**src/common/spiProtocolPkg.sv**
```systemverilog
/*
 * SPI slave protocol definitions
 * Command codes and field lengths of the slave command frames
 */
`default_nettype none

package spiProtocolPkg;

	// ------------------------------------------------------------------------
	// Command codes
	// ------------------------------------------------------------------------
	// Field widths first, the codes depend on them
	localparam int spiCmdBits = 8;
	localparam int spiAdrsBits = 16;
	localparam int spiDummyBits = 8;
	localparam int spiDataBits = 32;

	// Register write frame
	localparam logic [spiCmdBits-1:0] spiCmdWrite = 8'h02;
	// Register read frame
	localparam logic [spiCmdBits-1:0] spiCmdRead = 8'h03;

	// Master side transfer length
	localparam int spiByteBits = 8;

	// ------------------------------------------------------------------------
	// Frame boundaries in bits, counted from chip select fall
	// ------------------------------------------------------------------------
	// Command plus address
	localparam int spiHeadBits = spiCmdBits + spiAdrsBits;
	// Read data starts after the turnaround bits
	localparam int spiReadHeadBits = spiHeadBits + spiDummyBits;
	localparam int spiWriteFrameBits = spiHeadBits + spiDataBits;
	// Longest frame, sizes the bit counter
	localparam int spiReadFrameBits = spiReadHeadBits + spiDataBits;

endpackage

`default_nettype wire

```
**src/common/usiBusPkg.sv**
```systemverilog
/*
 * Usi register bus definitions
 * Data word type and default widths for the bus and the divider
 */
`default_nettype none

package usiBusPkg;

	// Bus word
	localparam int usiDataBits = 32;
	typedef logic [usiDataBits-1:0] usiData_t;

	// Default address width of the register bus
	localparam int usiAdrsDefault = 16;

	// Default width of the SPI clock divider
	localparam int divWidthDefault = 16;

endpackage

`default_nettype wire

```
**src/source/ckeGenerator.sv**
```systemverilog
/*
 * Clock enable generator
 * One-cycle enable every div+1 cycles while enabled
 */
`default_nettype none

module ckeGenerator #(
	parameter int pDivBits = usiBusPkg::divWidthDefault
)(
	input wire sysClk,
	input wire arstN,
	input wire en,
	input wire [pDivBits-1:0] div,
	output logic cke
);

	// Divide value, registered copy
	logic [pDivBits-1:0] divReg;
	// Down counter
	logic [pDivBits-1:0] count;

	always_ff @(posedge sysClk or negedge arstN)
	begin
		if (!arstN)
		begin
			divReg <= '0;
			count <= '0;
			cke <= 1'b0;
		end
		else
		begin
			divReg <= div;
			if (!en)
			begin
				// Idle, counter held at terminal count
				count <= '0;
				cke <= 1'b0;
			end
			else if (count == '0)
			begin
				// Terminal count, reload and pulse
				count <= divReg;
				cke <= 1'b1;
			end
			else
			begin
				count <= count - 1'b1;
				cke <= 1'b0;
			end
		end
	end

endmodule

`default_nettype wire

```
**src/spiUnit/spiBusBridge.sv**
```systemverilog
/*
 * Usi bus bridge
 * One register read or write per request from the frame decoder
 */
`default_nettype none

module spiBusBridge #(
	parameter int pAdrsBits = usiBusPkg::usiAdrsDefault
)(
	input wire sysClk,
	input wire arstN,
	// Decoder handshake
	input wire bReq,
	output logic bAck,
	input wire bWrite,
	input wire [pAdrsBits-1:0] bAdrs,
	input wire usiBusPkg::usiData_t bWd,
	output usiBusPkg::usiData_t bRd,
	// Usi bus
	output logic [pAdrsBits-1:0] usiAdrs,
	output usiBusPkg::usiData_t usiWd,
	output logic usiWe,
	input wire usiBusPkg::usiData_t usiRd
);

	typedef enum logic [2:0] {stIdle, stWrite, stRdAdrs, stRdLatch, stAck} state_t;

	state_t state;
	logic accept;

	// New request, previous ack already low
	assign accept = (state == stIdle) && bReq && !bAck;

	// ------------------------------------------------------------------------
	// Access FSM
	// ------------------------------------------------------------------------
	always_ff @(posedge sysClk or negedge arstN)
	begin
		if (!arstN)
		begin
			state <= stIdle;
			bAck <= 1'b0;
			usiWe <= 1'b0;
			usiAdrs <= '0;
		end
		else
		begin
			case (state)
				stIdle:
				begin
					if (accept)
					begin
						usiAdrs <= bAdrs;
						if (bWrite)
						begin
							// Single-cycle strobe
							usiWe <= 1'b1;
							state <= stWrite;
						end
						else
						begin
							state <= stRdAdrs;
						end
					end
				end
				stWrite:
				begin
					usiWe <= 1'b0;
					bAck <= 1'b1;
					state <= stAck;
				end
				// Address settles, read data valid next cycle
				stRdAdrs:
				begin
					state <= stRdLatch;
				end
				stRdLatch:
				begin
					bAck <= 1'b1;
					state <= stAck;
				end
				stAck:
				begin
					if (!bReq)
					begin
						bAck <= 1'b0;
						state <= stIdle;
					end
				end
				default:
				begin
					state <= stIdle;
				end
			endcase
		end
	end

	// Write data and captured read word
	always_ff @(posedge sysClk)
	begin
		if (accept)
		begin
			usiWd <= bWd;
		end
		if (state == stRdLatch)
		begin
			bRd <= usiRd;
		end
	end

endmodule

`default_nettype wire

```
**src/spiUnit/spiMasterEngine.sv**
```systemverilog
/*
 * SPI master engine, mode 0, one byte per request
 * SCK toggles on each clock enable, interrupt on completion
 */
`default_nettype none

module spiMasterEngine (
	input wire sysClk,
	input wire arstN,
	input wire cke,
	// Host handshake
	input wire mReq,
	input wire [spiProtocolPkg::spiByteBits-1:0] mWd,
	input wire mCs,
	output logic mAck,
	output logic [spiProtocolPkg::spiByteBits-1:0] mRd,
	output logic spiIntr,
	// SPI pins
	output logic spiSckOut,
	output logic spiMosiOut,
	input wire spiMisoIn,
	output logic spiCsOut
);

	import spiProtocolPkg::*;

	// Two SCK edges per bit
	localparam int edgeTotal = 2 * spiByteBits;

	typedef enum logic [1:0] {stIdle, stShift, stDone} state_t;

	state_t state;
	logic [$clog2(edgeTotal)-1:0] edgeCnt;
	logic [spiByteBits-1:0] txReg;
	logic [spiByteBits-1:0] rxReg;
	logic start;

	// Request seen, previous handshake closed
	assign start = (state == stIdle) && mReq && !mAck;

	// ------------------------------------------------------------------------
	// Control FSM
	// ------------------------------------------------------------------------
	always_ff @(posedge sysClk or negedge arstN)
	begin
		if (!arstN)
		begin
			state <= stIdle;
			edgeCnt <= '0;
			mAck <= 1'b0;
			spiIntr <= 1'b0;
			spiSckOut <= 1'b0;
			spiMosiOut <= 1'b0;
		end
		else
		begin
			spiIntr <= 1'b0;
			case (state)
				stIdle:
				begin
					if (start)
					begin
						// MSB valid before the first rising edge
						state <= stShift;
						edgeCnt <= '0;
						spiMosiOut <= mWd[spiByteBits-1];
					end
				end
				stShift:
				begin
					if (cke)
					begin
						spiSckOut <= ~spiSckOut;
						edgeCnt <= edgeCnt + 1'b1;
						// Falling phase, next bit out
						if (spiSckOut)
						begin
							spiMosiOut <= txReg[spiByteBits-2];
						end
						// Last falling edge
						if (edgeCnt == edgeTotal - 1)
						begin
							state <= stDone;
							mAck <= 1'b1;
							spiIntr <= 1'b1;
						end
					end
				end
				stDone:
				begin
					// Hold ack until host drops request
					if (!mReq)
					begin
						mAck <= 1'b0;
						state <= stIdle;
					end
				end
				default:
				begin
					state <= stIdle;
				end
			endcase
		end
	end

	// ------------------------------------------------------------------------
	// Data shifters
	// ------------------------------------------------------------------------
	always_ff @(posedge sysClk)
	begin
		if (start)
		begin
			txReg <= mWd;
		end
		else if ((state == stShift) && cke)
		begin
			if (spiSckOut)
			begin
				txReg <= {txReg[spiByteBits-2:0], 1'b0};
			end
			else
			begin
				// Rising phase, sample MISO
				rxReg <= {rxReg[spiByteBits-2:0], spiMisoIn};
			end
		end
	end

	// Received byte, stable until the next start
	assign mRd = rxReg;

	// Chip select, active low
	always_ff @(posedge sysClk or negedge arstN)
	begin
		if (!arstN)
		begin
			spiCsOut <= 1'b1;
		end
		else
		begin
			spiCsOut <= ~mCs;
		end
	end

endmodule

`default_nettype wire

```
**src/spiUnit/spiSlaveFrame.sv**
```systemverilog
/*
 * SPI slave frame decoder, mode 0
 * Collects command, address and data, requests a bus access,
 * shifts read data back out on MISO
 */
`default_nettype none

module spiSlaveFrame #(
	parameter int pAdrsBits = usiBusPkg::usiAdrsDefault
)(
	input wire sysClk,
	input wire arstN,
	// SPI pins
	input wire spiSckIn,
	input wire spiCsIn,
	input wire spiMosiIn,
	output logic spiMisoOut,
	// Bridge handshake
	output logic bReq,
	input wire bAck,
	output logic bWrite,
	output logic [pAdrsBits-1:0] bAdrs,
	output usiBusPkg::usiData_t bWd,
	input wire usiBusPkg::usiData_t bRd
);

	import spiProtocolPkg::*;
	import usiBusPkg::*;

	// ------------------------------------------------------------------------
	// Pin synchronizer and SCK edge detect
	// ------------------------------------------------------------------------
	// Bit order cs, sck, mosi
	logic [2:0] pinMeta;
	logic [2:0] pinSync;
	logic sckLast;
	logic csS;
	logic sckS;
	logic mosiS;
	logic sckRise;
	logic sckFall;

	always_ff @(posedge sysClk or negedge arstN)
	begin
		if (!arstN)
		begin
			// Chip select idles high
			pinMeta <= 3'b100;
			pinSync <= 3'b100;
			sckLast <= 1'b0;
		end
		else
		begin
			pinMeta <= {spiCsIn, spiSckIn, spiMosiIn};
			pinSync <= pinMeta;
			sckLast <= pinSync[1];
		end
	end

	assign {csS, sckS, mosiS} = pinSync;
	// Edges only count inside a frame
	assign sckRise = sckS && !sckLast && !csS;
	assign sckFall = !sckS && sckLast && !csS;

	// ------------------------------------------------------------------------
	// Frame tracking
	// ------------------------------------------------------------------------
	logic [$clog2(spiReadFrameBits+1)-1:0] bitCnt;
	// Unknown command, skip to chip select rise
	logic ignore;
	logic readFrame;
	logic reqPend;
	logic misoActive;
	logic [spiDataBits-1:0] shiftIn;
	logic [spiDataBits-1:0] shiftNext;
	logic [spiAdrsBits-1:0] adrsReg;
	usiData_t wdReg;
	usiData_t misoShift;

	// Receive shifter with the incoming bit
	assign shiftNext = {shiftIn[spiDataBits-2:0], mosiS};
	// Read data phase
	assign misoActive = sckFall && readFrame && (bitCnt >= spiReadHeadBits);

	always_ff @(posedge sysClk or negedge arstN)
	begin
		if (!arstN)
		begin
			bitCnt <= '0;
			ignore <= 1'b0;
			readFrame <= 1'b0;
			reqPend <= 1'b0;
			bReq <= 1'b0;
			bWrite <= 1'b0;
			spiMisoOut <= 1'b0;
		end
		else
		begin
			if (csS)
			begin
				// Frame abort or end
				bitCnt <= '0;
				ignore <= 1'b0;
				readFrame <= 1'b0;
				spiMisoOut <= 1'b0;
			end
			else if (sckRise && !ignore)
			begin
				bitCnt <= bitCnt + 1'b1;
				// Command complete
				if (bitCnt == spiCmdBits - 1)
				begin
					ignore <= (shiftNext[spiCmdBits-1:0] != spiCmdWrite)
						&& (shiftNext[spiCmdBits-1:0] != spiCmdRead);
					readFrame <= (shiftNext[spiCmdBits-1:0] == spiCmdRead);
				end
				// Read request right after the address
				if (readFrame && (bitCnt == spiHeadBits - 1))
				begin
					reqPend <= 1'b1;
					bWrite <= 1'b0;
				end
				// Write request after the last data bit
				if (!readFrame && (bitCnt == spiWriteFrameBits - 1))
				begin
					reqPend <= 1'b1;
					bWrite <= 1'b1;
				end
			end
			else if (misoActive)
			begin
				spiMisoOut <= misoShift[spiDataBits-1];
			end

			// Four-phase request, waits for ack low
			if (bReq && bAck)
			begin
				bReq <= 1'b0;
			end
			else if (reqPend && !bReq && !bAck)
			begin
				bReq <= 1'b1;
				reqPend <= 1'b0;
			end
		end
	end

	// ------------------------------------------------------------------------
	// Frame fields and read data shifter
	// ------------------------------------------------------------------------
	always_ff @(posedge sysClk)
	begin
		if (sckRise)
		begin
			shiftIn <= shiftNext;
			if (bitCnt == spiHeadBits - 1)
			begin
				adrsReg <= shiftNext[spiAdrsBits-1:0];
			end
			if (bitCnt == spiWriteFrameBits - 1)
			begin
				wdReg <= shiftNext;
			end
		end
		// Read word arrives during the dummy bits
		if (bReq && bAck && !bWrite)
		begin
			misoShift <= bRd;
		end
		else if (misoActive)
		begin
			misoShift <= {misoShift[spiDataBits-2:0], 1'b0};
		end
	end

	assign bAdrs = pAdrsBits'(adrsReg);
	assign bWd = wdReg;

endmodule

`default_nettype wire

```
**src/spiUnit/spiUnit.sv**
```systemverilog
/*
 * SPI unit top
 * Master engine with host handshake, and slave frame decoder
 * bridged onto the Usi register bus
 */
`default_nettype none

module spiUnit #(
	parameter int pAdrsBits = usiBusPkg::usiAdrsDefault,
	parameter int pDivBits = usiBusPkg::divWidthDefault
)(
	input wire sysClk,
	input wire arstN,
	// Master CSR
	input wire spiEn,
	input wire [pDivBits-1:0] spiDiv,
	input wire mReq,
	input wire [spiProtocolPkg::spiByteBits-1:0] mWd,
	input wire mCs,
	output logic mAck,
	output logic [spiProtocolPkg::spiByteBits-1:0] mRd,
	output logic spiIntr,
	// Master pins
	output logic spiSckOut,
	output logic spiMosiOut,
	input wire spiMisoIn,
	output logic spiCsOut,
	// Slave pins
	input wire spiSckIn,
	input wire spiCsIn,
	input wire spiMosiIn,
	output logic spiMisoOut,
	// Usi bus
	output logic [pAdrsBits-1:0] usiAdrs,
	output usiBusPkg::usiData_t usiWd,
	output logic usiWe,
	input wire usiBusPkg::usiData_t usiRd
);

	import usiBusPkg::*;

	// ------------------------------------------------------------------------
	// SCK rate
	// ------------------------------------------------------------------------
	logic cke;

	ckeGenerator #(
		.pDivBits(pDivBits)
	) spiCkeGen (
		.sysClk(sysClk),
		.arstN(arstN),
		.en(spiEn),
		.div(spiDiv),
		.cke(cke)
	);

	// ------------------------------------------------------------------------
	// Master side
	// ------------------------------------------------------------------------
	spiMasterEngine spiMaster (
		.sysClk(sysClk),
		.arstN(arstN),
		.cke(cke),
		.mReq(mReq),
		.mWd(mWd),
		.mCs(mCs),
		.mAck(mAck),
		.mRd(mRd),
		.spiIntr(spiIntr),
		.spiSckOut(spiSckOut),
		.spiMosiOut(spiMosiOut),
		.spiMisoIn(spiMisoIn),
		.spiCsOut(spiCsOut)
	);

	// ------------------------------------------------------------------------
	// Slave side, frame decoder to bus
	// ------------------------------------------------------------------------
	// Decoder to bridge handshake
	logic bReq;
	logic bAck;
	logic bWrite;
	logic [pAdrsBits-1:0] bAdrs;
	usiData_t bWd;
	usiData_t bRd;

	spiSlaveFrame #(
		.pAdrsBits(pAdrsBits)
	) spiSlave (
		.sysClk(sysClk),
		.arstN(arstN),
		.spiSckIn(spiSckIn),
		.spiCsIn(spiCsIn),
		.spiMosiIn(spiMosiIn),
		.spiMisoOut(spiMisoOut),
		.bReq(bReq),
		.bAck(bAck),
		.bWrite(bWrite),
		.bAdrs(bAdrs),
		.bWd(bWd),
		.bRd(bRd)
	);

	spiBusBridge #(
		.pAdrsBits(pAdrsBits)
	) spiBridge (
		.sysClk(sysClk),
		.arstN(arstN),
		.bReq(bReq),
		.bAck(bAck),
		.bWrite(bWrite),
		.bAdrs(bAdrs),
		.bWd(bWd),
		.bRd(bRd),
		.usiAdrs(usiAdrs),
		.usiWd(usiWd),
		.usiWe(usiWe),
		.usiRd(usiRd)
	);

endmodule

`default_nettype wire

```
**config.mk**
```make
export PLATFORM = sky130hd
export DESIGN_NAME = spiUnit
export DESIGN_NICKNAME = d
export VERILOG_FILES = /design/src/common/spiProtocolPkg.sv /design/src/common/usiBusPkg.sv /design/src/source/ckeGenerator.sv /design/src/spiUnit/spiBusBridge.sv /design/src/spiUnit/spiMasterEngine.sv /design/src/spiUnit/spiSlaveFrame.sv /design/src/spiUnit/spiUnit.sv
export SDC_FILE = /design/constraint.sdc
export NUM_CORES = 1
export LEC_CHECK = 0
export ABC_AREA = 1
export BUFFER_PORTS_ARGS = -buffer_cell sky130_fd_sc_hd__buf_2
export CORE_MARGIN = 4
export CORE_UTILIZATION = 35
export DETAILED_ROUTE_END_ITERATION = 10
export PLACE_DENSITY_LB_ADDON = 0.05
export SYNTH_ARGS = -nofsm -noshare
export SYNTH_HDL_FRONTEND = slang
export SYNTH_HIERARCHICAL = 1
export SYNTH_SLANG_ARGS = --single-unit
export TNS_END_PERCENT = 5
```
**constraint.sdc**
```tcl
create_clock -name sysClk -period 5.6 [get_ports sysClk]
set_input_delay 1.12 -clock sysClk [delete_from_list [all_inputs] [get_ports sysClk]]
set_output_delay 1.12 -clock sysClk [all_outputs]
set_load 0.01 [all_outputs]
```
; ---- After elaboration in Yosys (flattened, before gate mapping)
; Index checks and enable logic that the tools add are counted.
[word_totals]
ff_bits = 275
input_bits = 65
output_inout_bits = 63
[classes]
addsub = 3
order_cmp = 1
n_eq_ne = 22
muxes = 58
bitwise_logic = 4
n_reduce_logical = 60
[ops]
columns = cell, count
row1 = 32-bit two-way mux, 2
row2 = 7-bit two-way mux, 5
row3 = 1-bit two-way mux, 33
row4 = 16-bit two-way mux, 2
row5 = 2-bit nonzero test, 12
row6 = 1-bit logical AND, 19
row7 = 2-bit AND reduction, 9
row8 = 16-bit logical NOT, 1
row9 = 8-bit by 2-bit != test with 1-bit output (second input constant), 2
row10 = 16-bit by 1-bit subtractor with 16-bit output (second input constant), 1
row11 = 3-bit case mux with 4 select lines, 1
row12 = 3-bit AND reduction, 4
row13 = 4-bit AND reduction, 3
row14 = 2-bit two-way mux, 5
row15 = 2-bit by 1-bit != test with 1-bit output (second input constant), 5
row16 = 1-bit logical NOT, 9
row17 = 8-bit by 2-bit == test with 1-bit output (second input constant), 1
row18 = 4-bit two-way mux, 2
row19 = 2-bit != test (second input constant), 4
row20 = 1-bit case mux with 2 select lines, 4
row21 = 4-bit case mux with 2 select lines, 1
row22 = 7-bit by 1-bit adder with 7-bit output (second input constant), 1
row23 = 7-bit by 3-bit == test with 1-bit output (second input constant), 1
row24 = 7-bit by 5-bit == test with 1-bit output (second input constant), 1
row25 = 15 further kinds, 20

; ---- Longest topological paths before layout
[depth]
depth_word = 8
ltp_mapped = 9
depth_no_buf = 8

; ---- Modules after synthesis
; The synthesis kept the hierarchy.
[modules_own_cells]
columns = module, instances, cells_per_inst, area_per_inst_um2
row1 = spiSlaveFrame, 1, 263, 4849.7
row2 = spiBusBridge, 1, 164, 2805.2
row3 = ckeGenerator, 1, 208, 1686.6
row4 = spiMasterEngine, 1, 104, 1131.1

; ---- Least setup slack after synthesis
; OpenSTA, ideal clock, no wires.
[synth_timing]
path_kind = reg2reg
startpoint = register spiSlave.bitCnt[0]
endpoint = register spiSlave.wdReg[0], in the netlist spiSlave/bWd[0] (enable)
arrival_time_ps = 2256
setup_slack_ps = 2923
stages_incl_launch_ff = 6
path_buffers = 0
cell_sequence = dfrtp_1 ha_1 nand2_2 nor2_4 nand2_1 nor2_1
[synth_via]
elab_chain_len = 2
[synth_lines]
columns = element, line
row1 = "start, declared", spiSlaveFrame.sv:68  ; logic [$clog2(spiReadFrameBits+1)-1:0] bitCnt;
row2 = "start signal, assigned", spiSlaveFrame.sv:109  ; bitCnt <= bitCnt + 1'b1;
row3 = 7-bit by 6-bit == test with 1-bit output, spiSlaveFrame.sv:160  ; if (bitCnt == spiWriteFrameBits - 1)
row4 = 2-bit AND reduction (no source line), n/a
row5 = "end signal, assigned", spiSlaveFrame.sv:162  ; wdReg <= shiftNext;
row6 = "end, declared", spiSlaveFrame.sv:77  ; usiData_t wdReg;
; Every way passes these cells.
; A chain may end at the register's enable or synchronous reset.

; ---- Final worst setup path
[layout_timing]
startpoint = register spiMaster.spiCsOut
endpoint = output spiCsOut
[layout_rtl]
columns = element, line
row1 = "start, declared", spiMasterEngine.sv:22  ; output logic spiCsOut
row2 = "start signal, assigned", spiMasterEngine.sv:141  ; spiCsOut <= ~mCs;
row3 = "end, declared", spiUnit.sv:27  ; output logic spiCsOut,
; No word-level cell between the ends.

==> impl_metrics.env <==
export IMPL_status="completed"
export IMPL_synth_compound_area_share=0.01959
export IMPL_post_cts_repair_setup_buffers=0
export IMPL_holdWs_ps=351.4
export IMPL_wl_um=19130
export IMPL_syn_cell_area_um2=10470
export IMPL_synth_warning_count=6
export IMPL_pre_cts_ws_ps=3310
export IMPL_cts_resized=0
export IMPL_stdcell_area_um2=12420
export IMPL_peakVddDrop_mv=0.2116
export IMPL_initial_utilization=0.3543
export IMPL_cp_slowest_cell="dfstp_2"
export IMPL_maxCapViolCount=0
export IMPL_firstDrtPassIters=4
export IMPL_synth_simple_area_share=0.1467
export IMPL_fmax_mhz=439.7
export IMPL_synth_edf_count=190
export IMPL_period_share=0.4061
export IMPL_track_usage=0.1155
export IMPL_fin_crit_ps=2274
export IMPL_avgSynthCellArea_um2=14.17
export IMPL_diodes=0
export IMPL_drtIter0Drc=350
export IMPL_ys_types=39
export IMPL_p_leak_nw=5.168
export IMPL_synth_seq_cells=275
export IMPL_cts_buffers_inserted=29
export IMPL_crit_buf_inv=1
export IMPL_hold_violations=0
export IMPL_start_kind="flip-flop"
export IMPL_area_growth_pct=18.64
export IMPL_final_setup_skew_ps=19.41
export IMPL_dieArea_um2=32750
export IMPL_nNetsFinal=961
export IMPL_ant_nets=0
export IMPL_grt_pass1_wl_um=31360
export IMPL_htree_levels=1
export IMPL_grt_pass1_vias=5967
export IMPL_routedWlPerCell_um=14.67
export IMPL_slew_headroom=0.3449
export IMPL_layout_drive_gt1_share=0.2965
export IMPL_cts_tree="done"
export IMPL_grt_start_max_net_pins=50
export IMPL_cp_slowest_stage_delay_ps=510
export IMPL_hp_class="flip-flop to flip-flop"
export IMPL_cts_sinks=275
export IMPL_fillers=2824
export IMPL_arrival_ps=1150
export IMPL_synth_nets=809
export IMPL_setup_violations=0
export IMPL_synthArstFlopShare=0.3091
export IMPL_drc_errors=0
export IMPL_synthAdderAreaFrac=0.005974
export IMPL_grt_ovfl_total=0
export IMPL_cp_required_ps=4480
export IMPL_rsz0062_at_grt="false"
export IMPL_clockRootBuffer="clkbuf_16"
export IMPL_portBuffers=127
export IMPL_rows=63
export IMPL_power_mw=4.861
export IMPL_final_common_cell="edfxtp_1"
export IMPL_clock_latency_ps=540
export IMPL_cp_max_fo=1
export IMPL_mostFrequentLayoutCells="190 x edfxtp_1, 158 x nand2_1, 126 x buf_2"
export IMPL_endpoint_kind="output pin"
export IMPL_worstMarginPinSlew_ps=980.4
export IMPL_io_pins=128
export IMPL_dieWidth_um=181.0
export IMPL_die_h_um=181.0
export IMPL_antenna_found_initial=0
export IMPL_cts_hold_buf=0
export IMPL_synth_main_ff_cell="edfxtp_1"
export IMPL_globalplace_congestion=0.7664
export IMPL_crit_family="flip-flops"
export IMPL_place_area_um2=11540
export IMPL_vias_per_cell=4.403
export IMPL_slew_violations=0
export IMPL_synth_cells=739
export IMPL_synth_mux_area_frac=0.04337
export IMPL_synth_yosys_seq_area_share=0.7483
export IMPL_vias=5742
export IMPL_path_clk_slew_ps=60
export IMPL_layoutNonFillerInstCount=1304
export IMPL_power_density_nw_per_um2=391.3
export IMPL_synth_xor_area_frac=0.003345
export IMPL_core_area_um2=29560
export IMPL_final_core_util=0.4203
export IMPL_finalSetupTns_ps=0
export IMPL_synth_top_family_by_area="simple AND/OR/NAND/NOR gates"
export IMPL_worstSetupPathType="flip-flop to output pin"
export IMPL_crit_chain="buf_2"
export IMPL_timing_final_ws_setup_ps=3326
export IMPL_dpl_hpwl_um=12520
export IMPL_dp_cells=1250
export IMPL_cts_buffer_depth=3
==> synthesized netlist by cell type, types with 2 or more instances <==
| library cell | n | area share |
|---|---|---|
| inv_2 | 13 | 0.0047 |
| mux2_4 | 28 | 0.040 |
| nand2_1 | 158 | 0.057 |
| nor2_1 | 53 | 0.019 |
| ha_1 | 5 | 0.0060 |
| o21ai_2 | 3 | 0.0025 |
| o21ai_1 | 7 | 0.0033 |
| a21oi_2 | 2 | 0.0017 |
| nor2_8 | 3 | 0.0057 |
| nand2_2 | 10 | 0.0060 |
| o21ai_0 | 8 | 0.0038 |
| nor3_1 | 8 | 0.0038 |
| edfxtp_1 | 190 | 0.54 |
| nand3_1 | 31 | 0.015 |
| nor2_2 | 10 | 0.0060 |
| mux2_2 | 3 | 0.0032 |
| inv_1 | 53 | 0.019 |
| dfrtp_1 | 82 | 0.20 |
| xnor2_1 | 3 | 0.0025 |
| nor2_4 | 9 | 0.0097 |
| buf_6 | 7 | 0.0075 |
| nand3_4 | 2 | 0.0033 |
| dfstp_2 | 3 | 0.0075 |
| nand3_2 | 5 | 0.0048 |
| a21oi_1 | 13 | 0.0062 |
| nand4_1 | 15 | 0.0090 |
| nand2_4 | 3 | 0.0032 |
==> area by class of cell <==
type	instances	area [µm²]	area share
clock buffer	40	787.0	0.06334
clock inverter	14	93.84	0.007553
inverter	66	247.7	0.01994
multi-input combinational	388	2303	0.1854
sequential	275	7836	0.6307
tap	390	488.0	0.03927
timing repair buffer	131	668.1	0.05378
==> kinds of logic (layout without fill, tap and decap cells) <==
kind of cell / after synthesis / count (layout)
flops: 275 / 275
buf+inv: 76 / 251
mux: 31 / 31
compound gates: 36 / 36
simple gates: 312 / 312
xor+xnor: 4 / 4
fa+ha+maj: 5 / 5
==> per-layer routing <==
metal,wire length (µm),global-route usage,up-vias
li1,-,-,2840
met1,9101,0.1654,2740
met2,8552,0.1794,129
met3,992,0.02577,33
met4,487,0.03122,0
met5,0,0,-
==> worst paths after layout <==
kind	endpoint	slack, ps	from	cells after the start
max	spiCsOut	3330	spiMaster/spiCsOut$_DFF_PN1_	1
min	spiSlave/pinSync[2]$_DFF_PN1_	350	spiSlave/pinMeta[2]$_DFF_PN1_	0
max reg2reg	spiSlave/bWd[12]$_DFFE_PP_	3390	spiSlave/bitCnt[0]$_DFFE_PN0P_	5
min reg2reg	spiSlave/pinSync[2]$_DFF_PN1_	350	spiSlave/pinMeta[2]$_DFF_PN1_	0
max in group asynchronous	spiCkeGen/count[13]$_DFF_PN0_	4000	arstN	2
min in group asynchronous	spiSlave/bitCnt[6]$_DFFE_PN0P_	570	arstN	1
==> power breakdown <==
part | total, mW | switching (mW) | internal (mW)
Sequential | 2.34 | 0.0822 | 2.26
Clock | 1.78 | 0.753 | 1.02
Combinational | 0.744 | 0.501 | 0.243
Total | 4.86 | 1.34 | 3.52
==> sequential cells by signal, indices dropped and copies added, names as in the netlist, 2 cells and up <==
name / flops
spiBridge/usiAdrs: 16
spiMaster/state: 2
spiCkeGen/count: 16
spiBridge/usiWd: 32
spiSlave/pinSync: 3
spiBridge/bRd: 32
spiCkeGen/divReg: 16
spiBridge/state: 3
spiSlave/shiftIn: 31
spiSlave/misoShift: 32
spiSlave/pinMeta: 3
spiMaster/txReg: 7
spiSlave/bitCnt: 7
spiSlave/bWd: 32
spiMaster/edgeCnt: 4
spiSlave/bAdrs: 16
spiMaster/mRd: 8
(Power assumes the default switching activity.)
